## config.mk

```make
export PLATFORM = sky130hd
export DESIGN_NAME = regfile
export DESIGN_NICKNAME = d
export VERILOG_FILES = /design/src/rtl/pipe_pkg.sv /design/src/rtl/regfile.sv
export SDC_FILE = /design/constraint.sdc
export NUM_CORES = 2
export LEC_CHECK = 0
export BUFFER_PORTS_ARGS = -buffer_cell sky130_fd_sc_hd__buf_2
export CAP_MARGIN = 20
export CORE_UTILIZATION = 55
export CTS_CLUSTER_DIAMETER = 80
export DETAILED_ROUTE_END_ITERATION = 12
export PLACE_DENSITY = 0.71
export SYNTH_ARGS = -nofsm -noshare
export SYNTH_HDL_FRONTEND = slang
export SYNTH_SLANG_ARGS = --single-unit
```

## constraint.sdc

```tcl
create_clock -name clk -period 1.87 [get_ports clk]
set_input_delay 0.0935 -clock clk [delete_from_list [all_inputs] [get_ports clk]]
set_output_delay 0.0935 -clock clk [all_outputs]
set_load 0.02 [all_outputs]
```

## src/rtl/pipe_pkg.sv

```systemverilog
`default_nettype none

package pipe_pkg;

    typedef logic [31:0] word_t;
    typedef logic [4:0]  reg_addr_t;

    // RV32I major opcodes, op_nop stands in for anything unsupported
    typedef enum logic [6:0] {
        op_nop   = 7'b0000000,
        op_load  = 7'b0000011,
        op_imm   = 7'b0010011,
        op_store = 7'b0100011,
        op_reg   = 7'b0110011,
        op_lui   = 7'b0110111
    } opcode_t;

    typedef enum logic [3:0] {
        alu_add,
        alu_sub,
        alu_sll,
        alu_slt,
        alu_sltu,
        alu_xor,
        alu_srl,
        alu_sra,
        alu_or,
        alu_and
    } alu_op_t;

    // operand source for the EX stage
    typedef enum logic [1:0] {
        no_fwd  = 2'b00,
        fwd_mem = 2'b01,
        fwd_wb  = 2'b10
    } fwd_sel_t;

endpackage

`default_nettype wire

```

## src/rtl/regfile.sv

```systemverilog
`timescale 1ns/100ps
`default_nettype none

module regfile
import pipe_pkg::*;
(
    input  logic      clk,
    input  logic      rst,
    input  reg_addr_t rs1_i,
    input  reg_addr_t rs2_i,
    input  reg_addr_t rd_i,
    input  logic      we_i,
    input  word_t     wdata_i,
    output word_t     rdata1_o,
    output word_t     rdata2_o
);

    word_t regs [1:31];

    function automatic word_t read_port(reg_addr_t addr, logic we, reg_addr_t wa, word_t wd,
                                        word_t stored);
        if (addr == '0) begin
            return '0;
        end
        // write-to-read bypass
        if (we && (wa == addr)) begin
            return wd;
        end
        return stored;
    endfunction

    always_ff @(posedge clk) begin
        if (rst) begin
            for (int i = 1; i < 32; i++) begin
                regs[i] <= '0;
            end
        end else if (we_i && (rd_i != '0)) begin
            regs[rd_i] <= wdata_i;
        end
    end

    always_comb begin
        rdata1_o = read_port(rs1_i, we_i, rd_i, wdata_i, (rs1_i == '0) ? '0 : regs[rs1_i]);
        rdata2_o = read_port(rs2_i, we_i, rd_i, wdata_i, (rs2_i == '0) ? '0 : regs[rs2_i]);
    end

endmodule

`default_nettype wire

```

==> flow_summary_export.csv <==
group,metric,value,unit
yosys,synth.distinct_cells,50,
grt,gr-total-overflow,0,
die,dieArea,101000,µm²
layout,final_common_cell,"edfxtp_1",
setup_path,setup.worst_path.class,"flop to output pin",
setup_path,setup.worst_path.end_class,"output pin",
outcome,status,"finished with violations",
layout,multi_input_area,23900,µm²
place,port_buffers,113,
grt,grt_max_degree,45,
flow_run,maxCapViolations,0,
clock_network,htree_levels,3,
grt,antenna_found_initial,6,
power,p_sw,15.2,mW
detailed_routing,viasPerCell,6.89,
sta,period_share,1.52,
power,combPwrFrac,0.163,
layout,area_growth,23.8,%
power,internal_power,43.5,mW
worst_hold_path,hold_depth,2,
sta,setup_tns,-49.56,ns
sta,tightest_slew,0.805,ns
yosys,ys_warn_count,0,
place,place_congestion,1.00,
die,die_w,317,µm
sta,clock.fmax,0.351,GHz
setup_path,path_max_fanout,2,
clock_network,numCtsBuffers,110,
detailed_routing,ant_nets,0,
place,dp_hpwl,131000,µm
setup_path,worst_setup_path_start_kind,"flop",
layout,drive_above_1_share,0.364,
die,placement_rows,115,
clock_network,worst_setup_hold_path_clk_slew,0.06,ns
power,powerDensity,865,nW/µm²
yosys,synth-seq-cells,1024,
sta,drv_slew,0,
sta,maxSlewHeadroom,0.464,
layout,seq_area,30700,µm²
layout,reg.largest.list,"regs (1024)",
clock_network,tritoncts,"built",
die,die_h,317,µm
layout,fin_nets,4326,
layout,largest_register_ffs,1024,
power,leakagePower,24.9,nW
yosys,syn_avg_cell_area,14.6,µm²
sta,fin_crit,2.85,ns
layout,nFillCells,6559,
detailed_routing,routed_wl,193000,µm
sta,hold_viol,0,
yosys,syn_area,54700,µm²
die,pin_count,114,
yosys,yosysSeqAreaShare,0.562,
grt,track_usage,0.381,
grt,grt_pass1_vias,38764,
die,placeableCoreArea,98400,µm²
worst_hold_path,hp-class,"input port to flop",
detailed_routing,vias,38978,
sta,final.setup.worst_slack,-0.978,ns
layout,regMostFlops,"regs",
power,ir_drop,917,µV
power,sw_frac_of_total,0.259,
sta,report.final.setup_viol,64,
layout,mostFrequentLayoutCells,"1024 x edfxtp_1, 994 x and2_1, 517 x buf_4, 388 x mux4_2, 269 x mux2i_1",
clock_network,clock_sink_count,1024,
outcome,violations,"setup timing",
grt,grt_pass1_wl,274000,µm
die,start_util,0.556,
detailed_routing,firstDrtPassIters,6,
place,placed_cells_incl_taps,5400,
yosys,syn_inst,3745,
detailed_routing,dr.first_iter.drc_count,5707,
detailed_routing,drc,0,
clock_network,clockBufferDepth,3,
sta,rsz0062_at_grt,"yes",
power,power.share.clock,0.373,
setup_path,crit_required,1.78,ns
layout,layout.cells.non_filler,5654,
power,seq_power_share,0.464,
detailed_routing,avgRoutedWirePerCell,34.1,µm
clock_network,root_buffer,"clkbuf_16",
setup_path,cp.arrival,2.75,ns
[critical path: stages, from the launching register on]
cell and delay (ns):
edfxtp_1 0.40, mux4_2 0.48, a22o_1 0.26, a2111oi_2 0.23
buf_4 0.23, a21oi_4 0.06, a22o_1 0.22, buf_6 0.14
[through the flow]
stage / hold slack [ns] / instance area (µm²) / power, mW / worst slack [ns] / util
floorplan: 0.192 / 55000 / 31.8 / 0.00173 / -
global placement: 0.543 / 62000 / 35.8 / -0.781 / 0.630
CTS: 0.00328 / 67500 / 58.2 / -0.990 / 0.686
detailed placement: 0.538 / 62000 / 36.0 / -0.833 / 0.630
finish: 0.0520 / 67800 / 58.6 / -0.978 / 0.689
global route: 0.0268 / 67800 / 59.8 / -1.03 / 0.689
[repair_timing]
action | 4_1_cts | 5_1_grt
hold buffers | 30 | 0
resized for setup | 317 | 49
hold endpoints to repair | 280 | 0
buffers inserted | 18 | 9
pin swaps | 143 | 36
setup endpoints to repair | 64 | 64
[cells in the mapped netlist (all sizes together)]
library cell	number	area, µm²
a31oi	4	25.0
mux2i	277	2770
o2111ai	3	26.3
edfxtp	1024	30700
mux2	9	101
nor2b	6	37.5
a2111oi	24	210
a21oi	86	430
a221oi	10	87.6
clkbuf	296	1110
buf	116	666
a211o	2	17.5
mux4	388	8740
nor2	49	184
a221o	17	170
or3b	2	17.5
nand2b	3	18.8
and3b	1	8.76
nand3b	5	37.5
nand2	33	124
conb	1	3.75
or2	33	206
inv	2	7.51
o21ai	19	95.1
nand4	2	12.5
and2	996	6230
o221ai	42	368
o221a	14	158
nand3	12	60.1
nor4b	1	8.76
or3	2	12.5
a32o	1	10.0
o31a	4	35.0
nor3b	1	7.51
a22o	55	482
nor3	7	35.0
a32oi	12	105
xnor2	10	87.6
o22ai	41	257
a211oi	7	52.6
o211a	1	10.0
o21a	1	7.51
a22oi	123	923
o22a	3	26.3
[worst paths after layout]
path / from / end / slack (ns)
worst max-delay path: regs[8][23]$_SDFFCE_PN0P_ / rdata1_o[23] / -0.98
worst min-delay path: wdata_i[13] / regs[9][13]$_SDFFCE_PN0P_ / 0.05
[cells by family after synthesis]
kind of cell,Yosys count,synth area share
other,1,0.0000685
DFF,1024,0.562
AOI/OAI and AO/OA,469,0.0639
buffers and inverters,414,0.0326
xor gates and xnor gates,10,0.00160
muxes,674,0.212
and+or+nand+nor,1153,0.128
[routing by layer]
metal  GRT usage  vias up  wire length, µm
met5           0        -               90
met4       0.257        2            15200
met3      0.0788      674            23200
met2       0.581     3131            87500
met1       0.497    19614            66800
li1            -    15557                -
[power groups by stage]
stage	clock network (mW)	logic [mW]	registers [mW]
finish	21.9	9.55	27.2
global route	22.8	9.73	27.3
CTS	21.9	9.20	27.2
detailed placement	0	8.33	27.6
global placement	0	8.26	27.5
floorplan	0	4.45	27.4
[layout make-up]
class / count / area share
clock inverter: 67 / 0.00919
tap: 1287 / 0.0238
antenna: 6 / 0.000221
inverter: 2 / 0.000111
timing repair buffer: 800 / 0.117
sequential: 1024 / 0.454
multi-input combinational: 2338 / 0.353
clock buffer: 130 / 0.0430
Power figures use the tool's default switching activity.
