## src/rtl/pipe_pkg.sv

```systemverilog
`default_nettype none

package pipe_pkg;

    typedef logic [31:0] word_t;
    typedef logic [4:0]  reg_addr_t;

    // RV32I major opcodes, op_nop stands in for anything unsupported
    typedef enum logic [6:0] {
        op_nop   = 7'b0000000,
        op_load  = 7'b0000011,
        op_imm   = 7'b0010011,
        op_store = 7'b0100011,
        op_reg   = 7'b0110011,
        op_lui   = 7'b0110111
    } opcode_t;

    typedef enum logic [3:0] {
        alu_add,
        alu_sub,
        alu_sll,
        alu_slt,
        alu_sltu,
        alu_xor,
        alu_srl,
        alu_sra,
        alu_or,
        alu_and
    } alu_op_t;

    // operand source for the EX stage
    typedef enum logic [1:0] {
        no_fwd  = 2'b00,
        fwd_mem = 2'b01,
        fwd_wb  = 2'b10
    } fwd_sel_t;

endpackage

`default_nettype wire

```

## src/rtl/exec_alu.sv

```systemverilog
`timescale 1ns/100ps
`default_nettype none

module exec_alu
import pipe_pkg::*;
(
    input  word_t    rs1_data_i,
    input  word_t    rs2_data_i,
    input  word_t    imm_i,
    input  word_t    mem_fwd_i,
    input  word_t    wb_fwd_i,
    input  fwd_sel_t fwd1_sel_i,
    input  fwd_sel_t fwd2_sel_i,
    input  logic     use_imm_i,
    input  alu_op_t  alu_op_i,
    output word_t    result_o,
    output word_t    store_data_o
);

    word_t      op1;
    word_t      op2_reg;
    word_t      op2;
    logic [4:0] shamt;

    function automatic word_t fwd_pick(fwd_sel_t sel, word_t reg_val, word_t mem_val,
                                       word_t wb_val);
        case (sel)
            fwd_mem: return mem_val;
            fwd_wb:  return wb_val;
            default: return reg_val;
        endcase
    endfunction

    assign op1     = fwd_pick(fwd1_sel_i, rs1_data_i, mem_fwd_i, wb_fwd_i);
    assign op2_reg = fwd_pick(fwd2_sel_i, rs2_data_i, mem_fwd_i, wb_fwd_i);
    assign op2     = use_imm_i ? imm_i : op2_reg;
    assign shamt   = op2[4:0];

    // stores take rs2 before the immediate replaces it
    assign store_data_o = op2_reg;

    always_comb begin
        case (alu_op_i)
            alu_add:  result_o = op1 + op2;
            alu_sub:  result_o = op1 - op2;
            alu_sll:  result_o = op1 << shamt;
            alu_slt:  result_o = {31'b0, $signed(op1) < $signed(op2)};
            alu_sltu: result_o = {31'b0, op1 < op2};
            alu_xor:  result_o = op1 ^ op2;
            alu_srl:  result_o = op1 >> shamt;
            alu_sra:  result_o = word_t'($signed(op1) >>> shamt);
            alu_or:   result_o = op1 | op2;
            alu_and:  result_o = op1 & op2;
            default:  result_o = '0;
        endcase
    end

endmodule

`default_nettype wire

```

## config.mk

```make
export PLATFORM = sky130hd
export DESIGN_NAME = exec_alu
export DESIGN_NICKNAME = d
export VERILOG_FILES = /design/src/rtl/pipe_pkg.sv /design/src/rtl/exec_alu.sv
export SDC_FILE = /design/constraint.sdc
export NUM_CORES = 1
export LEC_CHECK = 0
export ABC_AREA = 1
export BUFFER_PORTS_ARGS = -buffer_cell sky130_fd_sc_hd__buf_2
export CAP_MARGIN = 20
export CORE_UTILIZATION = 30
export DETAILED_ROUTE_END_ITERATION = 6
export SYNTH_ARGS = -nofsm -noshare
export SYNTH_HDL_FRONTEND = slang
export SYNTH_SLANG_ARGS = --single-unit
```

## constraint.sdc

```tcl
create_clock -name vclk -period 4.1
set_clock_uncertainty 0.2 [all_clocks]
set_input_delay 0.41 -clock vclk [all_inputs]
set_output_delay 0.41 -clock vclk [all_outputs]
set_load 0.03 [all_outputs]
```

==> summary.json <==
{
  "sta": {
    "rsz0062_at_grt": "yes",
    "report.final.hold_viol_count": 0,
    "timing.final.setup_violations": 29,
    "max_slew.worst_pin.slew_ns": 1.135,
    "timing.final.max_slew_violations": 0,
    "period_minus_slack_ns": 4.321,
    "max_freq_mhz": 231.4,
    "crit_share_post_route_pct": 105.4,
    "totalNegativeSetupSlack_ns": -3.486,
    "postLayoutSetupSlackWorst_ns": -0.2206,
    "slew_headroom_pct": 24.04
  },
  "final_layout": {
    "area.sequential_um2": 0,
    "nets": 3371,
    "design.seq.count": 0,
    "drive_gt1_share_pct": 44.94,
    "final_area_um2": 20670,
    "final_cell_count_no_fill": 3602,
    "fillers": 3852,
    "clock_buffers": 0,
    "area.growth.synth_to_final_pct": 81.89
  },
  "setup_path": {
    "cp_slowest_stage_delay_ns": 0.38,
    "path_class": "in2out",
    "cpLargestDelayFamily": "simple AND/OR/NAND/NOR gates",
    "worstSetupEndpointType": "primary output",
    "cp-start-kind": "input pin",
    "cp_slowest_cell": "ha_4",
    "critical_path_arrival_ns": 3.71,
    "path_buf_inv": 11,
    "required_ns": 3.49,
    "path_max_fanout": 7
  },
  "pwr": {
    "p_clk_share_pct": 0,
    "switchingPower_mw": 3.665,
    "power.switching_fraction_pct": 58.36,
    "power.combinational.fraction_pct": 100.0,
    "max-vdd-ir-drop_uv": 140.1,
    "p_leak_nw": 10.69,
    "power.density_cell_area_nw_per_um2": 303.8,
    "intPower_mw": 2.615,
    "p_seq_share_pct": 0
  },
  "grt": {
    "number_of_antenna_violations_at_the_first_check_in_global_routing": 5,
    "globalRoute.totalOverflow": 0,
    "grt_util_all_layers_pct": 41.30,
    "grt_max_degree": 71,
    "grt_first_pass_wirelength_mm": 119.1,
    "grt_pass1_vias": 18903
  },
  "synth": {
    "synth.distinct_cells": 43,
    "post_synth_most_frequent_cells": "nand2_1 (671), nand3_1 (491), inv_1 (259)",
    "syn-num-nets": 2581,
    "post-synth-top-area-fraction_pct": 22.16,
    "synth.yosys.seq_area_share_pct": 0,
    "synth.avg_cell_area_um2": 4.927,
    "synth-warning-count": 0,
    "yosys.cell_count.top_type": "nand2_1",
    "synth.area.top_cells": "nand2_1 (22%), nand3_1 (22%), ha_1 (11%)",
    "mappedNetlistArea_um2": 11370,
    "syn_inst": 2307,
    "synth.largest_area_cell": "nand2_1"
  },
  "die": {
    "floorplan.die.width_um": 196.6,
    "boundary_pin_count": 233,
    "rows": 70,
    "initial_standard_cell_utilization_of_the_core_pct": 30.75,
    "floorplan.die_area_um2": 38670,
    "floorplan.core_area_um2": 36960,
    "fp.dieH_um": 196.6
  },
  "drt": {
    "drt_iter0_markers": 2227,
    "routed_wire_length_per_instance_um": 23.63,
    "drt_pre_antenna_iters": 6,
    "vias_per_cell": 5.619,
    "drt.antenna.violating_nets": 0,
    "post-route-drc-count": 0,
    "totalWireLength_mm": 85.10,
    "via_count": 20241
  },
  "place": {
    "globalplace.congestion": 1.061,
    "numPortBuffers": 233,
    "place_hpwl_mm": 69.33,
    "post-place-cells": 3529,
    "dpl-instance-area_um2": 17200
  },
  "status": {
    "failed_checks": "setup timing",
    "status": "complete, but fails checks"
  },
  "min_path": {
    "hold_crit_path_type": "in2out"
  },
  "clock_network": {
    "cts_hold_repair.buffers": 0
  },
  "run": {
    "maxCapViolCount": 0
  }
}
power by group through the flow:
stage,combinational [mW],sequential (mW),clock (mW)
4_1_cts,5.37,0,0
2_1_floorplan,2.31,0,0
3_5_place_dp,4.86,0,0
3_3_place_gp,4.86,0,0
6_report,6.28,0,0.0000000879
5_1_grt,6.59,0,0.0000000954
layer usage:
layer	part of all wire (%)	GRT usage (%)
met1	40	55.92
met2	42	63.21
met3	11	6.622
met4	7.0	20.44
met5	0.015	0
worst min-delay path, cell delays in order:
cell and delay, ns:
buf_2 0.11, nand2_1 0.07, nand2_1 0.07, buf_2 0.18
through the flow:
| step | hold slack (ns) | power (mW) | util (%) | worst slack, ns |
|---|---|---|---|---|
| after floorplan | 0.7957 | 2.307 | - | -0.007169 |
| after global placement | 1.071 | 4.858 | 46.55 | -0.8978 |
| after detailed placement | 1.048 | 4.862 | 46.55 | -0.8826 |
| after global routing | 1.083 | 6.592 | 55.93 | -0.2771 |
| after CTS | 1.052 | 5.366 | 50.17 | -0.2398 |
| final | 1.051 | 6.280 | 55.93 | -0.2206 |
cells in the final DEF (no fill, tap or decap), types with 18 or more instances in the layout:
master and n:
nand2_4 23, a221o_1 25, nand4_1 33, ha_4 33
nor2_1 107, nand3_2 37, buf_2 202, nand3_1 452
nor2_2 53, inv_1 209, a21oi_2 39, o21ai_0 48
buf_6 71, buf_4 599, inv_2 50, o21ai_1 49
o22ai_1 18, ha_1 63, o21ai_2 52, nand2_2 82
a21oi_1 62, nor2_4 34, nand2_1 568
cells by family after synthesis:
family / count (synthesis) / synth area share [%]
adder cells (fa/ha/maj): 105 / 11.69
AO/OA/AOI/OAI: 376 / 19.15
AND/OR/NAND/NOR: 1442 / 55.05
buffers and inverters: 381 / 13.87
XOR/XNOR: 3 / 0.2312
cell type report:
cell class	instances	area (µm²)	area share, %
multi-input combinational	1926	12090	58.48
tap	504	630.6	3.050
antenna	3	7.507	0.03631
timing repair buffer	901	6908	33.41
inverter	268	1037	5.017
final timing paths:
path              slack [ns]  cells after the start     startpoint              end
setup / recovery       -0.22                     26  fwd2_sel_i[0]     result_o[25]
hold / removal          1.05                      4  rs2_data_i[0]  store_data_o[0]
repair_timing:
action,4_1_cts,5_1_grt
endpoints found under the setup margin,32,32
gates cloned,0,12
pin swaps,54,165
endpoints found under the hold margin,0,0
resized for setup,375,463
setup buffers,18,47
No activity file was read; power rests on OpenSTA's default activity.
