===== config.mk =====
export PLATFORM = sky130hd
export DESIGN_NAME = data_mem
export DESIGN_NICKNAME = d
export VERILOG_FILES = /design/src/rtl/pipe_pkg.sv /design/src/rtl/data_mem.sv
export SDC_FILE = /design/constraint.sdc
export NUM_CORES = 2
export LEC_CHECK = 0
export BUFFER_PORTS_ARGS = -buffer_cell sky130_fd_sc_hd__buf_4
export CAP_MARGIN = 20
export CORE_ASPECT_RATIO = 1.4
export CORE_MARGIN = 10
export CORE_UTILIZATION = 52
export CTS_CLUSTER_DIAMETER = 120
export DETAILED_ROUTE_END_ITERATION = 10
export PLACE_DENSITY = 0.74
export SYNTH_ARGS = -nofsm -noshare
export SYNTH_HDL_FRONTEND = slang
export SYNTH_SLANG_ARGS = --single-unit

===== constraint.sdc =====
create_clock -name clk -period 3.04 [get_ports clk]
set_input_delay 0.304 -clock clk [delete_from_list [all_inputs] [get_ports clk]]
set_output_delay 0.304 -clock clk [all_outputs]
set_load 0.1 [all_outputs]

===== src/rtl/pipe_pkg.sv =====
`default_nettype none

package pipe_pkg;

    typedef logic [31:0] word_t;
    typedef logic [4:0]  reg_addr_t;

    // RV32I major opcodes, op_nop stands in for anything unsupported
    typedef enum logic [6:0] {
        op_nop   = 7'b0000000,
        op_load  = 7'b0000011,
        op_imm   = 7'b0010011,
        op_store = 7'b0100011,
        op_reg   = 7'b0110011,
        op_lui   = 7'b0110111
    } opcode_t;

    typedef enum logic [3:0] {
        alu_add,
        alu_sub,
        alu_sll,
        alu_slt,
        alu_sltu,
        alu_xor,
        alu_srl,
        alu_sra,
        alu_or,
        alu_and
    } alu_op_t;

    // operand source for the EX stage
    typedef enum logic [1:0] {
        no_fwd  = 2'b00,
        fwd_mem = 2'b01,
        fwd_wb  = 2'b10
    } fwd_sel_t;

endpackage

`default_nettype wire


===== src/rtl/data_mem.sv =====
`timescale 1ns/100ps
`default_nettype none

module data_mem
import pipe_pkg::*;
#(
    parameter int DMEM_WORDS = 64
)
(
    input  logic  clk,
    input  logic  rst,
    input  word_t addr_i,
    input  logic  read_i,
    input  logic  write_i,
    input  word_t wdata_i,
    output word_t rdata_o
);

    localparam int ADDR_W = $clog2(DMEM_WORDS);

    word_t             mem [DMEM_WORDS];
    logic [ADDR_W-1:0] index;

    // byte address to word index, upper bits dropped so it wraps
    assign index = addr_i[ADDR_W+1:2];

    always_ff @(posedge clk) begin
        if (rst) begin
            rdata_o <= '0;
            for (int i = 0; i < DMEM_WORDS; i++) begin
                mem[i] <= '0;
            end
        end else begin
            if (write_i) begin
                mem[index] <= wdata_i;
            end
            if (read_i) begin
                rdata_o <= mem[index];
            end
        end
    end

endmodule

`default_nettype wire


==> run summary <==
## Status
* finished with violations — result of the run
* setup timing — violations in the final reports

## Placed design
* 101600 sq um — Placed Area
* 9272 — Placed Cells
* 203200 microns — HPWL after detailed placement
* -0.2746 ns — worst setup timing slack at the placement stage
* 0.9858 — final RePlAce weighted congestion
* 73 — number of I/O port buffers

## Yosys
* 94980 sq um — netlist area before placement
* 2080 — Synth Register Bits
* 2048 — EDFF count, synth
* 65.42% — sequential area share after synthesis
* 0% — async set or reset register ratio after synthesis
* 13.76 sq um — average cell area after synthesis
* 0 — total of warnings raised by yosys
* 6970 — Synth Net Count
* sky130_fd_sc_hd__edfxtp_1 — main flop type after synthesis
* 6902 — cell count after synthesis
* 74 — distinct cell type count after synthesis

## Hold path
* rst — worst hold start
* 3 — worst hold path stage count
* input port to register — Worst Hold Class
* rdata_o[10] — terminating pin of the worst hold path

## Detailed routing
* 0 — Antenna Violating Nets Remaining
* 0 — residual DRC count
* 6.640 — DR vias/cell
* 9 — number of iterations in the first detailed-routing pass
* 332300 microns — routed wire length
* 63955 — detailed-route via count
* 34.50 microns — post-DR wirelength/cell
* 11003 — first-iteration detailed-routing DRC count

## Critical path
* sky130_fd_sc_hd__buf_4 — cell occurring most often along the worst timing path
* mux4_2 -> mux2i_1 -> buf_4 -> o211ai_1 -> a2111oi_0 -> buf_4 -> a311oi_1 — CP Cell Sequence
* register — critical path capture point type
* register to register — type of the worst setup path
* rdata_o[5] — terminus of the critical flop-to-flop path
* 7 — reg2reg path depth
* -0.02 ns — register-to-register path setup slack
* mem[63][5] — worst flop-to-flop path startpoint
* 1 — highest net fanout along the worst path
* 3.75 ns — CP required
* sky130_fd_sc_hd__a2111oi_0 — master of the slowest instance on the critical path
* 2 — worst path buffer plus inverter count
* register — kind of launch point of the worst setup path
* compound AO/OA/AOI/OAI gates — top cell family by delay on the critical path
* 1.17 ns — delay contributed by the slowest stage of the critical path
* 3.77 ns — Arrival @ worst endpoint

## Timing
* 3.059 ns — final period demand of the worst path
* false — unrepaired setup endpoints after global routing
* 0.1203 ns — hold_ws
* 0 — final number of hold-violating endpoints
* 1.334 ns — slew at the pin with the worst max-slew slack
* 100.6% — post-route fraction of the period consumed by the critical path
* 1 — total of endpoints with negative setup slack in the final report
* 8.746% — worst slew slack as a fraction of its limit
* 326.9 MHz — f_max
* -0.01874 ns — setup slack of the critical path after layout
* 0.04068 ns — Fin Clk Skew
* 0 — number of slew-limit violations in the final report

## GRT
* met2 — most congested layer reported by global routing
* 0 — aggregate global routing overflow
* 466900 microns — wire length of the first global-routing pass
* 32.39% — total global-route track usage
* 49.05% — Global Route met2 Usage
* 8.541% — global routing met3 resource utilization
* 39.14% — fraction of met1 tracks used by global routing
* 97 — pin count of the biggest net entering global routing
* 38 — initial antenna violation count
* 62574 — via count of the first global-routing pass

## Pwr
* 0.7246 mV — largest voltage drop on the vdd net
* 37.99 nW — reported leakage power
* 62.96 mW — Tot Pwr
* 586.0 nW/um^2 — power per cell area

## Die
* 100 — Top-Level Pins
* 525.7 microns — Chip Height
* 185 — row count
* 52.34% — starting utilization of the core area
* 200400 sq um — floorplan die area
* 181500 sq um — core area
* 381.2 microns — Die X

## Clock tree
* 3 — maximum count of clock buffers along a single path
* built — TritonCTS clock tree
* 183 — cts bufs inserted
* 0 — post_cts resized
* sky130_fd_sc_hd__clkbuf_16 — clock tree root buffer cell
* 0.88 ns — clock latency reported for the late side of the worst-skew pair
* 2080 — Clock Sink Count
* 4 — number of levels in the clock H-tree
* 0.07 ns — clock input transition at the sequential cells of the worst setup and hold paths

## Final layout
* 18.86% — share of cells above drive strength 1
* 13857 — # fillers
* 7095 — final net count
* 13.12% — Area Overhead vs Synth
* sky130_fd_sc_hd__and2_1, sky130_fd_sc_hd__edfxtp_1, sky130_fd_sc_hd__buf_4 — leading cell types in the layout, fill and taps excluded
* 9632 — post-route non-filler standard cell count
* 107400 sq um — cell area after layout

## Flow run
* 0 — Max-cap violations

==> repair_timing <==
item	CTS	global route
buffers inserted	0	0
hold endpoints to repair	1	0
endpoints found under the setup margin	0	0
hold buffers	1	0
==> kinds of logic after synthesis <==
family | Yosys count | synth area share, %
buffers and inverters | 753 | 3.674
AND/OR/NAND/NOR | 2522 | 15.78
multiplexers | 485 | 6.660
AO/OA/AOI/OAI | 1062 | 8.467
flip-flops | 2080 | 65.42
==> how the worst max path moves through the flow <==
stage,startpoint,to,slack [ns],depth (start not counted)
after floorplan,addr_i[2],mem[48][0],0.76,9
after global placement,addr_i[3],rdata_o[5],-0.29,13
after CTS,mem[63][5],rdata_o[5],0.26,7
final,mem[63][5],rdata_o[5],-0.02,7
after global routing,mem[63][5],rdata_o[5],0.13,7
after detailed placement,addr_i[2],rdata_o[5],-0.27,9
==> cell usage after synthesis (all sizes together) (12+ instances only) <==
cell type,n,area [sq um]
and2,2051,12830
edfxtp,2048,61500
clkbuf,471,1768
a221oi,281,2499
buf,277,1700
mux2,230,2597
nor2,220,853.3
a22oi,207,1554
mux2i,161,1612
a21oi,123,615.6
nand2,105,396.6
mux4,94,2117
o22ai,91,569.3
o21ai,86,430.4
or2,68,425.4
a22o,51,446.7
a221o,36,360.4
dfxtp,32,640.6
nand3,29,160.2
o221ai,23,201.4
a31oi,19,118.9
o22a,17,148.9
o2bb2ai,16,140.1
a311oi,15,131.4
a211oi,13,97.59
o211ai,13,97.59
o31a,12,105.1
==> where the power goes <==
group	internal, mW	switching [mW]
combinational	2.01	4.37
clock	12.5	10.7
sequential	32.9	0.507
==> final cells by class <==
type	instances	area, sq um	share of cell area [%]
Multi-Input combinational cell	4069	29600	27.55
Inverter	5	28.78	0.02678
Sequential cell	2080	62140	57.83
Tap cell	2431	3042	2.831
Clock inverter	97	849.6	0.7907
Clock buffer	241	4902	4.563
Timing Repair Buffer	688	6829	6.356
Antenna cell	21	52.55	0.04891
==> routing by layer <==
metal	wire length, microns	share of wire [%]
met1	106900	32
met2	148200	45
met3	45120	14
met4	31930	9.6
met5	124	0.037
==> tightest hold or removal path, cell delays in order <==
cell	delay, ns
sky130_fd_sc_hd__buf_4	0.10
sky130_fd_sc_hd__buf_12	0.38
sky130_fd_sc_hd__a311oi_1	0.10
==> sequential cells by signal (all words and copies together) (netlist names) <==
register  cells
rdata_o      32
mem        2048
==> metrics by stage <==
stage                      TNS, ns  utilization [%]
after floorplan                  0                -
after global placement     -0.6085            56.00
after detailed placement   -0.7104            56.00
after CTS                        0            59.18
after global routing             0            59.18
final                     -0.01874            59.21
Note: power is estimated with default switching activity, not from simulation.
