==> src/rtl/pipe_pkg.sv <==
`default_nettype none

package pipe_pkg;

    typedef logic [31:0] word_t;
    typedef logic [4:0]  reg_addr_t;

    // RV32I major opcodes, op_nop stands in for anything unsupported
    typedef enum logic [6:0] {
        op_nop   = 7'b0000000,
        op_load  = 7'b0000011,
        op_imm   = 7'b0010011,
        op_store = 7'b0100011,
        op_reg   = 7'b0110011,
        op_lui   = 7'b0110111
    } opcode_t;

    typedef enum logic [3:0] {
        alu_add,
        alu_sub,
        alu_sll,
        alu_slt,
        alu_sltu,
        alu_xor,
        alu_srl,
        alu_sra,
        alu_or,
        alu_and
    } alu_op_t;

    // operand source for the EX stage
    typedef enum logic [1:0] {
        no_fwd  = 2'b00,
        fwd_mem = 2'b01,
        fwd_wb  = 2'b10
    } fwd_sel_t;

endpackage

`default_nettype wire

==> src/rtl/forwarding_unit.sv <==
`timescale 1ns/100ps
`default_nettype none

module forwarding_unit
import pipe_pkg::*;
(
    input  logic      ex_valid_i,
    input  logic      mem_valid_i,
    input  logic      wb_valid_i,
    input  opcode_t   ex_opcode_i,
    input  reg_addr_t ex_rs1_i,
    input  reg_addr_t ex_rs2_i,
    input  logic      mem_writes_rd_i,
    input  logic      mem_reads_dmem_i,
    input  reg_addr_t mem_rd_i,
    input  logic      wb_writes_rd_i,
    input  reg_addr_t wb_rd_i,
    output fwd_sel_t  fwd1_sel_o,
    output fwd_sel_t  fwd2_sel_o,
    output logic      no_hazard_o
);

    logic ex_reads_rs1;
    logic ex_reads_rs2;
    logic mem_writes;
    logic mem_loads;
    logic wb_writes;
    logic rs1_hit_mem;
    logic rs2_hit_mem;
    logic rs1_hit_wb;
    logic rs2_hit_wb;

    // which sources the EX instruction actually reads
    assign ex_reads_rs1 = ex_valid_i && ((ex_opcode_i == op_imm) || (ex_opcode_i == op_reg) ||
                                         (ex_opcode_i == op_load) || (ex_opcode_i == op_store));
    assign ex_reads_rs2 = ex_valid_i && ((ex_opcode_i == op_reg) || (ex_opcode_i == op_store));

    assign mem_writes = mem_valid_i && mem_writes_rd_i && (mem_rd_i != '0);
    assign mem_loads  = mem_valid_i && mem_reads_dmem_i && (mem_rd_i != '0);
    assign wb_writes  = wb_valid_i && wb_writes_rd_i && (wb_rd_i != '0);

    assign rs1_hit_mem = ex_reads_rs1 && (ex_rs1_i == mem_rd_i);
    assign rs2_hit_mem = ex_reads_rs2 && (ex_rs2_i == mem_rd_i);
    assign rs1_hit_wb  = ex_reads_rs1 && (ex_rs1_i == wb_rd_i);
    assign rs2_hit_wb  = ex_reads_rs2 && (ex_rs2_i == wb_rd_i);

    // MEM is the younger producer and wins over WB
    always_comb begin
        if (mem_writes && rs1_hit_mem) begin
            fwd1_sel_o = fwd_mem;
        end else if (wb_writes && rs1_hit_wb) begin
            fwd1_sel_o = fwd_wb;
        end else begin
            fwd1_sel_o = no_fwd;
        end

        if (mem_writes && rs2_hit_mem) begin
            fwd2_sel_o = fwd_mem;
        end else if (wb_writes && rs2_hit_wb) begin
            fwd2_sel_o = fwd_wb;
        end else begin
            fwd2_sel_o = no_fwd;
        end
    end

    // load data only exists in WB, so a consumer right behind a load must wait
    assign no_hazard_o = !(mem_loads && (rs1_hit_mem || rs2_hit_mem));

endmodule

`default_nettype wire

==> config.mk <==
export PLATFORM = sky130hd
export DESIGN_NAME = forwarding_unit
export DESIGN_NICKNAME = d
export VERILOG_FILES = /design/src/rtl/pipe_pkg.sv /design/src/rtl/forwarding_unit.sv
export SDC_FILE = /design/constraint.sdc
export NUM_CORES = 1
export LEC_CHECK = 0
export BUFFER_PORTS_ARGS = -buffer_cell sky130_fd_sc_hd__buf_2
export CORE_AREA = 10 10 47 49
export DETAILED_ROUTE_END_ITERATION = 10
export DIE_AREA = 0 0 57 59
export PLACE_DENSITY = 0.65
export REMOVE_ABC_BUFFERS = 1
export SETUP_SLACK_MARGIN = 0.2
export SYNTH_ARGS = -nofsm -noshare
export SYNTH_HDL_FRONTEND = slang
export SYNTH_SLANG_ARGS = --single-unit
==> constraint.sdc <==
create_clock -name vclk -period 1.1
set_input_delay 0 -clock vclk [all_inputs]
set_output_delay 0 -clock vclk [all_outputs]
set_load 0.005 [all_outputs]
==> reports/qor.csv <==
metric,value,unit
status,finished with violations,
failing checks,negative setup slack,
CP max FO,2,
CP Capture Type,output pin,
FFs & Latches,0,
global routing's busiest layer,met2,
Final GP Congestion,0.799,
Die Y,59,um
sequential share of power,0,
die width,57,um
Setup crit start,ex_opcode_i[3],
vias in the first global route,586,
number of core rows,14,
CP Cell Sequence,"buf_6, nand4b_4, or4b_4, nor4_4, nor3_2, buf_2",
HP Class,in -> out,
Critical Path RT,1.10,ns
Max Cap Violations,0,
Port Buffer Count,37,
DRT iter0 DRCs,6,
critical path class,in -> out,
Vias per Instance,4.82,
HPWL Detailed,1380,um
vias,506,
Final ANT Viol Nets,0,
pin count of the biggest net entering global routing,5,
slew margin rel.,0.820,
worst hold path depth,3,
antenna diode count,0,
post-synthesis instance total,45,
XOR/XNOR share of the synthesized area,0.493,
Top Ports,38,
"commonest non-fill, non-tap cell in the layout",buf_2,
Setup Viol. Count Final,4,
Worst Setup EP,fwd2_sel_o[1],
Pins Over Slew Limit,0,
drt pass-1 iters,4,
Post-DP Area,613,um2
most frequent cells in the layout,"buf_2, xnor2_1, xor2_1, buf_4",
multiplexer share of the synthesized area,0,
cell internal pwr,121,uW
worst endpoint data arrival time,1.22,ns
drt drc,0,
f_max,817,MHz
Logic pwr share,1.000,
met3 GRT Util,0.00429,
crit-path max cell delay,0.56,ns
cell count along the critical path,6,
CP Launch Type,input port,
GRT overflow,0,
Post-Synth Adder-Cell Area,0,
Initial Utilization,0.254,
main combinational cell family by area after synthesis,XOR/XNOR gates,
met2 usage,0.177,
Bufs and invs on worst path,2,
Final Net Count,124,
antenna violations before repair,0,
synthesized area,355,um2
"Hold Vio Cnt, Final",0,
Area Growth Syn to Fin,89.4,%
post-layout minimum cycle time,1.22,ns
core area,1400,um2
Slew @ Worst Pin,0.268,ns
final instance area,673,um2
Die ar.,3360,um2
share of cells above drive strength 1,0.584,
cell family with most CP delay,simple AND/OR/NAND/NOR gates,
"Setup Fix Bufs, Post-CTS",0,
Switching Share,0.456,
Yosys cell types,16,
LEAKAGE,0.000306,uW
global-route wire length before repair,2390,um
clock power share,0,
clock buf count,0,
routing usage on met1,0.0810,
Crit-path slowest cell,or4b_4,
syn_area_per_cell,7.90,um2
hold_sp,mem_reads_dmem_i,
Compound-Gate Fraction of Synth Area,0.0845,
FF+latch area,0,um2
RSZ-0062 raised after global routing,true,
Final Cycle Share,1.11,
wire per inst,14.9,um
WL final,1560,um
Cell Pwr Density,332,nW/um2
VDD IR max,0.159,mV
"Core Util, Final",0.480,
Ys Warns,0,
setup ws final,-0.123,ns
Switch Pwr,102,uW
total global-route track usage,0.0809,
Simple-Gate Fraction of Synth Area,0.423,
sequential cell area fraction in the yosys report,0,
[worst min-delay path by stage]
| stage | end | slack (ns) |
|---|---|---|
| 2_1_floorplan | fwd2_sel_o[1] | 0.09 |
| 3_3_place_gp | no_hazard_o | 0.30 |
| 3_5_place_dp | no_hazard_o | 0.30 |
| 4_1_cts | no_hazard_o | 0.30 |
| 5_1_grt | no_hazard_o | 0.33 |
| 6_report | no_hazard_o | 0.30 |
[cell type report]
cell class,instances,area [um2]
Fill cell,146,728
Multi-Input combinational cell,45,397
Timing Repair Buffer,44,256
Tap cell,16,20.0
[per-layer routing]
metal,share of wire,routed length [um],vias to the layer above
li1,-,-,256
met1,0.35,549,233
met2,0.62,967,15
met3,0.015,24,2
met4,0.015,23,0
met5,0,0,-
[through the flow]
stage	worst slack, ns	setup TNS [ns]	hold slack [ns]	power [uW]	instances
after floorplan	0.0135	0	0.0890	83.6	45
after global placement	-0.193	-0.645	0.295	197	105
after detailed placement	-0.209	-0.715	0.298	201	105
after CTS	-0.136	-0.345	0.298	219	105
after global routing	-0.194	-0.597	0.329	240	105
final	-0.123	-0.365	0.298	223	105
[repair_timing]
action                                  4_1_cts  5_1_grt
endpoints found under the setup margin        5        5
cloned                                        0        0
resized for setup                             7        3
hold buffers                                  0        0
pin swaps                                     7        5
[synthesized netlist by cell type]
cell       number  share of area
o21ai_2         1          0.025
or4_1           2          0.042
nor4_1          2          0.035
nor2_1          2          0.021
o21a_1          1          0.021
xor2_1          7           0.17
xnor2_1        13           0.32
nand4_1         1          0.018
o2111ai_1       1          0.025
o21ai_0         1          0.014
nand2_1         3          0.032
nand4b_4        1          0.067
nand3_1         3          0.042
or4b_4          1          0.039
nor3_1          4          0.056
nor4_2          2          0.070
[power by group through the flow]
stage                     Clock (uW)  Sequential [uW]  Combinational [uW]
after floorplan                    0                0                83.6
after global placement             0                0                 197
after detailed placement           0                0                 201
after CTS                          0                0                 219
after global routing               0                0                 240
final                              0                0                 223
[worst min-delay path, stage by stage]
cell and delay [ns]:
buf_2 0.09, o2111ai_1 0.08, buf_2 0.12
[logic make-up (layout without fill, tap and decap cells)]
group | count (synthesis) | count (layout)
xor gates and xnor gates | 20 | 20
buffers and inverters | 0 | 44
and+or+nand+nor | 21 | 21
AOI/OAI and AO/OA | 4 | 4
No activity file was read; power rests on OpenSTA's default activity.
