<file path="config.mk">
export PLATFORM = sky130hd
export DESIGN_NAME = instr_decode
export DESIGN_NICKNAME = d
export VERILOG_FILES = /design/src/rtl/pipe_pkg.sv /design/src/rtl/instr_decode.sv
export SDC_FILE = /design/constraint.sdc
export NUM_CORES = 1
export LEC_CHECK = 0
export ABC_AREA = 1
export BUFFER_PORTS_ARGS = -buffer_cell sky130_fd_sc_hd__buf_2
export CAP_MARGIN = 10
export CORE_UTILIZATION = 39
export DETAILED_ROUTE_END_ITERATION = 8
export GPL_TIMING_DRIVEN = 1
export PLACE_DENSITY = 0.89
export SETUP_SLACK_MARGIN = 0.05
export SLEW_MARGIN = 20
export SYNTH_ARGS = -nofsm -noshare
export SYNTH_HDL_FRONTEND = slang
export SYNTH_SLANG_ARGS = --single-unit
</file>
<file path="constraint.sdc">
create_clock -name vclk -period 2.2
set_input_delay 0.22 -clock vclk [all_inputs]
set_output_delay 0.22 -clock vclk [all_outputs]
set_load 0.05 [all_outputs]
</file>
<file path="src/rtl/pipe_pkg.sv">
`default_nettype none

package pipe_pkg;

    typedef logic [31:0] word_t;
    typedef logic [4:0]  reg_addr_t;

    // RV32I major opcodes, op_nop stands in for anything unsupported
    typedef enum logic [6:0] {
        op_nop   = 7'b0000000,
        op_load  = 7'b0000011,
        op_imm   = 7'b0010011,
        op_store = 7'b0100011,
        op_reg   = 7'b0110011,
        op_lui   = 7'b0110111
    } opcode_t;

    typedef enum logic [3:0] {
        alu_add,
        alu_sub,
        alu_sll,
        alu_slt,
        alu_sltu,
        alu_xor,
        alu_srl,
        alu_sra,
        alu_or,
        alu_and
    } alu_op_t;

    // operand source for the EX stage
    typedef enum logic [1:0] {
        no_fwd  = 2'b00,
        fwd_mem = 2'b01,
        fwd_wb  = 2'b10
    } fwd_sel_t;

endpackage

`default_nettype wire

</file>
<file path="src/rtl/instr_decode.sv">
`timescale 1ns/100ps
`default_nettype none

module instr_decode
import pipe_pkg::*;
(
    input  word_t     instr_i,
    output reg_addr_t rs1_o,
    output reg_addr_t rs2_o,
    output reg_addr_t rd_o,
    output word_t     imm_o,
    output opcode_t   opcode_o,
    output alu_op_t   alu_op_o,
    output logic      use_imm_o,
    output logic      writes_rd_o,
    output logic      mem_read_o,
    output logic      mem_write_o
);

    logic [2:0] funct3;
    logic [6:0] funct7;
    logic       is_reg;
    word_t      imm_i_type;
    word_t      imm_s_type;
    word_t      imm_u_type;
    alu_op_t    alu_sel;
    logic       alu_ok;

    assign funct3 = instr_i[14:12];
    assign funct7 = instr_i[31:25];
    assign is_reg = (instr_i[6:0] == op_reg);

    assign imm_i_type = {{20{instr_i[31]}}, instr_i[31:20]};
    assign imm_s_type = {{20{instr_i[31]}}, instr_i[31:25], instr_i[11:7]};
    assign imm_u_type = {instr_i[31:12], 12'b0};

    // funct3/funct7 to ALU operation, shared by OP and OP-IMM
    always_comb begin
        case (funct3)
            3'b000:  alu_sel = (is_reg && funct7[5]) ? alu_sub : alu_add;
            3'b001:  alu_sel = alu_sll;
            3'b010:  alu_sel = alu_slt;
            3'b011:  alu_sel = alu_sltu;
            3'b100:  alu_sel = alu_xor;
            3'b101:  alu_sel = funct7[5] ? alu_sra : alu_srl;
            3'b110:  alu_sel = alu_or;
            default: alu_sel = alu_and;
        endcase
        alu_ok = 1'b1;
        if (is_reg) begin
            alu_ok = (funct7 == 7'b0000000) ||
                     ((funct7 == 7'b0100000) && ((funct3 == 3'b000) || (funct3 == 3'b101)));
        end else if (funct3 == 3'b001) begin
            alu_ok = (funct7 == 7'b0000000);
        end else if (funct3 == 3'b101) begin
            alu_ok = (funct7 == 7'b0000000) || (funct7 == 7'b0100000);
        end
    end

    always_comb begin
        rs1_o       = instr_i[19:15];
        rs2_o       = instr_i[24:20];
        rd_o        = instr_i[11:7];
        imm_o       = imm_i_type;
        opcode_o    = op_nop;
        alu_op_o    = alu_add;
        use_imm_o   = 1'b0;
        writes_rd_o = 1'b0;
        mem_read_o  = 1'b0;
        mem_write_o = 1'b0;
        case (instr_i[6:0])
            op_imm: begin
                if (alu_ok) begin
                    opcode_o    = op_imm;
                    alu_op_o    = alu_sel;
                    use_imm_o   = 1'b1;
                    writes_rd_o = 1'b1;
                end
            end
            op_reg: begin
                if (alu_ok) begin
                    opcode_o    = op_reg;
                    alu_op_o    = alu_sel;
                    writes_rd_o = 1'b1;
                end
            end
            op_lui: begin
                // x0 + U immediate
                rs1_o       = '0;
                imm_o       = imm_u_type;
                opcode_o    = op_lui;
                use_imm_o   = 1'b1;
                writes_rd_o = 1'b1;
            end
            op_load: begin
                if (funct3 == 3'b010) begin
                    opcode_o    = op_load;
                    use_imm_o   = 1'b1;
                    writes_rd_o = 1'b1;
                    mem_read_o  = 1'b1;
                end
            end
            op_store: begin
                if (funct3 == 3'b010) begin
                    imm_o       = imm_s_type;
                    opcode_o    = op_store;
                    use_imm_o   = 1'b1;
                    mem_write_o = 1'b1;
                end
            end
            default: ;
        endcase
    end

endmodule

`default_nettype wire

</file>
==> impl_results.md, run 1 <==
* Status: finished, final reports clean
* Sequential share of the synthesized area at 0
* Final Cycle Share at 0.8298
* Core area at 1982 um2
* VDD IR max at 229.7 uV
* P&R area growth vs syn at 42.86%
* Yosys warnings at 0
* Cell area after synthesis at 823.3 um2
* Leak at 0.7946 nW
* Fin area at 1176 um2
* Finish-stage setup viols at 0
* Max_cap viols at 0
* # resized after CTS at 0
* Routed vias/inst at 4.664
* First-pass GRT wire length at 3236 um
* Post-CTS Setup Inserts at 0
* Drt initial violations at 33
* Worst-path fanout max at 20
* Die H at 47.95 um
* WL met3 at 132 um
* Drt first pass iters at 4
* Max Fclk at 547.8 MHz
* Power Density at 291.9 nW/um2
* Total Neg Setup Slack at 0 ps
* Worst Hold Depth at 2
* Initial antenna violation count at 0
* Max layer used: met4
* Worst EP arrival at 1610 ps
* Worst Path Required at 1980 ps
* Gp weighted congestion at 0.8182
* Relative slew slack at 0.6438
* Placed cell area at 1176 um2
* WL/cell at 9.036 um
* Yosys cell types at 21
* Initial Util at 0.4154
* Setup Crit Path Kind: input port to primary output
* Synth top area share at 0.1459
* Met1 WL at 1080 um
* Met2 routed WL at 1243 um
* Drt total wl at 2476 um
* Die area at 2299 um2
* Remaining global-route overflow at 0
* Crit end category: primary output
* Seq_cells at 0
* Final hold vios at 0
* Hold buffers post-CTS at 0
* Register area at 0 um2
* Max Transition Viols Final at 0
* Port Buffers at 92
* Final net count at 281
* Die width at 47.95 um
* Antenna Cells at 0
* Main area contributors after synthesis: buf_4 15%, inv_1 15%, nand2_1 15%
* Hold Startpoint: instr_i[20]
* Post-Synthesis Cells at 173
* Worst-margin pin slew at 533.1 ps
* Setup WS post-layout at 374.4 ps
* Io pins at 94
* DR DRC count at 0
* Worst slack, placed at 383.9 ps
* Post-synth top area cell: buf_4
* Clk_buf instances at 0
* Average size of a mapped cell at 4.759 um2
* Unrepaired setup endpoints after global routing: false
* Vias in the first global route at 794
* Layout Utilization at 0.5934
* Fraction of layout cells with a size suffix above 1 at 0.4049
* Worst Hold End: rs2_o[0]
* Top cells by count, synth: 32 x inv_1, 32 x nand2_1, 31 x nor2_1, 23 x o21ai_0, 16 x buf_4
* Hold Crit Class: input port to primary output
* Via count at 1,278
* Antenna-violating nets left at 0
* Startpoint types: input port
* Tmin final at 1826 ps
* Row cnt at 16
* Pin count of the biggest net entering global routing at 21
* Hpwl dp at 2047 um
* Tot GR Track Use at 0.1887
## per-stage QoR
stage                     instances  total power [mW]  hold WS (ps)
after CTS                       274            0.3438         741.2
after floorplan                 174            0.2720         539.7
after detailed placement        274            0.3434         740.7
final                           274            0.3433         740.9
after global placement          274            0.3412         740.8
after global routing            274            0.3681         751.3
## critical path: stages
cell and delay (ps):
buf_2 130, inv_1 50, nor3_1 200, nand2_2 140
nand2_1 430, o21ai_0 180, buf_2 250
## how the worst max path moves through the flow
| stage | startpoint | end | slack (ps) | depth (start not counted) |
|---|---|---|---|---|
| floorplan | instr_i[1] | imm_o[15] | 150 | 5 |
| global placement | instr_i[2] | imm_o[21] | 400 | 7 |
| detailed placement | instr_i[2] | imm_o[21] | 380 | 7 |
| CTS | instr_i[2] | imm_o[21] | 380 | 7 |
| global route | instr_i[0] | imm_o[19] | 240 | 7 |
| finish | instr_i[2] | imm_o[21] | 370 | 7 |
## power by group
part	internal [mW]	total [mW]	switching (mW)
combinational	0.0781	0.343	0.265
clock	0	0	0
sequential	0	0	0
## kinds of logic after synthesis
group           synth area share
buf+inv                   0.3495
compound gates            0.2021
other cells             0.004555
simple gates              0.4438
## area by class of cell
type / count / area [um2]
Tap cell: 27 / 33.78
Inverter: 34 / 127.6
Fill cell: 219 / 805.8
Multi-Input combinational cell: 119 / 539.3
Timing Repair Buffer: 94 / 475.5
## metal layers
layer | global-route usage | vias up
met2 | 0.3622 | 53
li1 | - | 670
met5 | 0 | -
met3 | 0.003774 | 2
met1 | 0.2401 | 553
met4 | 0.01667 | 0
## cells in the final DEF (no fill, tap or decap)
| cell | n |
|---|---|
| a21oi_1 | 2 |
| buf_2 | 92 |
| buf_4 | 2 |
| conb_1 | 2 |
| inv_1 | 32 |
| inv_2 | 2 |
| nand2_1 | 32 |
| nand2_2 | 1 |
| nand3_1 | 14 |
| nand3b_1 | 1 |
| nand4_1 | 1 |
| nor2_1 | 31 |
| nor2_2 | 2 |
| nor3_1 | 2 |
| nor3_4 | 1 |
| o21ai_0 | 23 |
| o21ai_1 | 2 |
| o22ai_1 | 5 |
No activity file was read; power rests on OpenSTA's default activity.
==> run 2, diff against run 1 <==
Settings changed: ABC_AREA 1 to 0, CORE_ASPECT_RATIO set to 0.6, CORE_UTILIZATION 39 to 30, PLACE_DENSITY 0.89 to 0.78.
Clock period 2.2 ns to 1.6 ns, I/O delays scaled along.
==> run 2 against run 1 <==
Effect of this change: synthesized cell count shrank 40%; area after synthesis shrank 12%; the run now fails in global routing.
==> impl_results.md, run 2 <==
* Gp weighted congestion at 0.8161 (-0.26%)
* Post-Synthesis Cells at 103 (-40%)
* Yosys warnings at 0 (unchanged)
* Io pins at 94 (unchanged)
* Yosys cell types at 38 (+81%)
* Port Buffers at 92 (unchanged)
* Top cells by count, synth: 19 x a21o_1, 14 x buf_4, 11 x nor2b_1, 5 x a22o_1, 5 x nand2_1
* Placed cell area at 1630 um2 (+39%)
* Initial Util at 0.3268 (-0.08862)
* Die width at 65.61 um (+37%)
* Post-GRT worst EP: alu_op_o[0]
* Log Error: [ERROR DPL-0038] Utilization greater than 100%, impossible to legalize
* Worst End Pin Type: output port
* Status: stopped before the end
* Row cnt at 13 (-3)
* Cell area after synthesis at 728.2 um2 (-12%)
* Synth top area share at 0.1959 (+0.04998)
* Die H at 40.16 um (-16%)
* Hold buffers post-CTS at 0 (unchanged)
* Hpwl dp at 2514 um (+23%)
* Pin count of the biggest net entering global routing at 11
* Main area contributors after synthesis: a21o_1 20%, buf_4 14%, nor2b_1 9.5%
* Average size of a mapped cell at 7.070 um2 (+49%)
* Stop stage: global routing
* Post-synth top area cell: a21o_1
* Worst slack, placed at -412.7 ps (-796.7 ps)
* Sequential share of the synthesized area at 0 (unchanged)
* Cell with the most instances after synthesis: a21o_1
run 2: changes by cell type after synthesis, moves of 4 or more:
| cell | previous run | this run |
|---|---|---|
| a22o_1 | 0 | 5 |
| a21o_1 | 0 | 19 |
| o22ai_1 | 5 | 0 |
| nand3_1 | 14 | 4 |
| clkbuf_1 | 0 | 4 |
| o21ai_0 | 23 | 3 |
| nor2_1 | 31 | 3 |
| inv_1 | 32 | 1 |
| nor2b_1 | 0 | 11 |
| nand2_1 | 32 | 5 |
run 2: cells by family after synthesis:
family / Yosys count / share of synthesized area
compound gates: 38 / 0.4382
xor+xnor: 1 / 0.01203
buf+inv: 25 / 0.2199
other cells: 1 / 0.005150
simple gates: 38 / 0.3248
run 2: stage by stage:
stage / utilization / hold slack (ps) / cells
after detailed placement: 0.7316 / 633.4 / 228
after floorplan: - / 477.1 / 104
after CTS: 0.9405 / 614.7 / 239
after global placement: 0.7316 / 631.7 / 228
run 2: repair_timing:
action | CTS
gates resized for setup | 102
setup buffers | 9
cloned | 2
endpoints found under the setup margin | 45
pin swaps | 8
==> run 3, diff against run 2 <==
Settings changed: CORE_AREA set to 2 2 63 65, CORE_ASPECT_RATIO 0.6 to unset, CORE_UTILIZATION 30 to unset, DIE_AREA set to 0 0 65 67, PLACE_DENSITY 0.78 to unset, PLACE_DENSITY_LB_ADDON set to 0.15, SETUP_SLACK_MARGIN 0.05 to unset.
Clock period 1.6 ns to 2.1 ns, I/O delays scaled along.
==> run 3 against run 2 <==
Effect of this change: synthesized cell count did not move; the flow now finishes without violations; area after synthesis unchanged.
==> impl_results.md, run 3 <==
* Worst EP arrival at 1790 ps
* Top cells by count, synth: 19 x a21o_1, 14 x buf_4, 11 x nor2b_1, 5 x a22o_1, 5 x nand2_1
* Startpoint types: input port
* Most common cell after layout, fill and taps aside: buf_2
* Clk_buf instances at 0
* Share of total power in the clock network at 0
* Max Fclk at 499.0 MHz
* Area of the multi-input gates at 581.8 um2
* Power Density at 301.5 nW/um2
* Drt total wl at 2565 um
* Unrepaired setup endpoints after global routing: true
* Antenna Cells at 0
* Final net count at 217
* WL/cell at 11.10 um
* Tmin final at 2004 ps
* Yosys cell types at 38 (unchanged)
* Placed cell area at 1184 um2 (-27%)
* Post-synth top area cell: a21o_1
* Leak at 0.7492 nW
* NetSw at 0.2653 mW
* Final hold vios at 0
* Tot GR Track Use at 0.1136
* Drt first pass iters at 4
* P&R area growth vs syn at 64.60%
* Cell area after synthesis at 728.2 um2 (unchanged)
* Sw Share at 0.7342
* Post-Synthesis Cells at 103 (unchanged)
* Internal power at 0.09603 mW
* First-pass GRT wire length at 4181 um
* Cell with the most instances after synthesis: a21o_1
* Worst Path Required at 1890 ps
* Initial antenna violation count at 0
* Worst-path fanout max at 8
* Antenna-violating nets left at 0
* Synth top area share at 0.1959 (unchanged)
* Hpwl dp at 2207 um (-12%)
* Fin area at 1199 um2
* Finish-stage setup viols at 0
* Max_cap viols at 0
* DR DRC count at 0
* Row cnt at 22 (+9)
* Vias in the first global route at 976
* Design Power at 0.3614 mW
* Io pins at 94 (unchanged)
* Status: finished, final reports clean
* Most frequent cells in the layout: 88 x buf_2, 19 x a21o_1, 15 x buf_4
* Sequential power share at 0
* Routed vias/inst at 4.502
* Gp weighted congestion at 0.7603 (-6.8%)
* Port Buffers at 92 (unchanged)
* Average size of a mapped cell at 7.070 um2 (unchanged)
* Initial Util at 0.2019 (-0.1248)
* Pin count of the biggest net entering global routing at 20
* Hold Crit Class: input port to primary output
* Remaining global-route overflow at 0
* Die H at 67 um (+67%)
* Max Transition Viols Final at 0
* Die area at 4355 um2
* Crit end category: primary output
* VDD IR max at 168.6 uV
* Yosys warnings at 0 (unchanged)
* Core area at 3606 um2
* Gate power share at 1.000
* Fraction of layout cells with a size suffix above 1 at 0.6120
* Post-CTS Setup Inserts at 0 (-9)
* Sequential share of the synthesized area at 0 (unchanged)
* Final Cycle Share at 0.9543
* Setup Crit Path Kind: input port to primary output
* Main area contributors after synthesis: a21o_1 20%, buf_4 14%, nor2b_1 9.5%
* Seq_cells at 0
* Via count at 1,040
* Die width at 65 um (-0.92%)
* Fill cells at 389
* Drt initial violations at 53
* Register area at 0 um2
run 3: cell counts after synthesis:
Identical to the previous run, type by type.
run 3: power by group through the flow:
stage / combinational [mW] / clock, mW / sequential (mW)
6_report: 0.361 / 0 / 0
5_1_grt: 0.381 / 0 / 0
4_1_cts: 0.363 / 0 / 0
3_5_place_dp: 0.362 / 0 / 0
3_3_place_gp: 0.361 / 0 / 0
2_1_floorplan: 0.276 / 0 / 0
run 3: critical path, stage by stage:
cell       delay, ps
buf_2            110
or4_4            560
a2111oi_4        280
o2111ai_4        210
nand3_1          150
buf_2            270
run 3: timing repair:
| item | CTS | global route |
|---|---|---|
| pin swaps | 1 | 1 |
| endpoints found under the hold margin | 0 | 0 |
| gates resized for setup | 4 | 1 |
| gates cloned | 0 | 0 |
| hold buffers | 0 | 0 |
| setup endpoints to repair | 9 | 7 |
run 3: layer usage:
metal	wire (um)	global-route usage	share of wire
met1	1078	0.1460	0.42
met2	1289	0.2216	0.50
met3	198	0.003378	0.077
met4	0	0	0
met5	0	0	0
run 3: per-stage QoR:
| stage | setup slack (ps) | util | setup TNS (ps) | cells | hold WS [ps] |
|---|---|---|---|---|---|
| 2_1_floorplan | -223.0 | - | -789.6 | 104 | 587.1 |
| 3_3_place_gp | -45.89 | 0.3282 | -214.8 | 231 | 722.3 |
| 3_5_place_dp | -81.57 | 0.3282 | -398.3 | 231 | 722.7 |
| 4_1_cts | 19.88 | 0.3310 | 0 | 231 | 722.7 |
| 5_1_grt | -12.98 | 0.3324 | -24.45 | 231 | 726.2 |
| 6_report | 96.06 | 0.3324 | 0 | 231 | 723.2 |
run 3: cell type report:
cell class	count	share of cell area
repair buffers	103	0.4614
well taps	48	0.05010
multi-input cells	79	0.4854
inverters	1	0.003132
run 3: path summary, 6_finish.rpt:
path | start | end | slack, ps | cells past startpoint
worst max-delay path | instr_i[31] | opcode_o[0] | 100 | 6
worst min-delay path | instr_i[9] | rd_o[2] | 720 | 2
run 3: cell families (layout without fill, tap and decap cells):
logic type                Yosys count  count (layout)  share of synthesized area
xor gates and xnor gates            1               1                    0.01203
and+or+nand+nor                    38              38                     0.3248
other                               1               2                   0.005150
buffers and inverters              25             104                     0.2199
AOI/OAI and AO/OA                  38              38                     0.4382
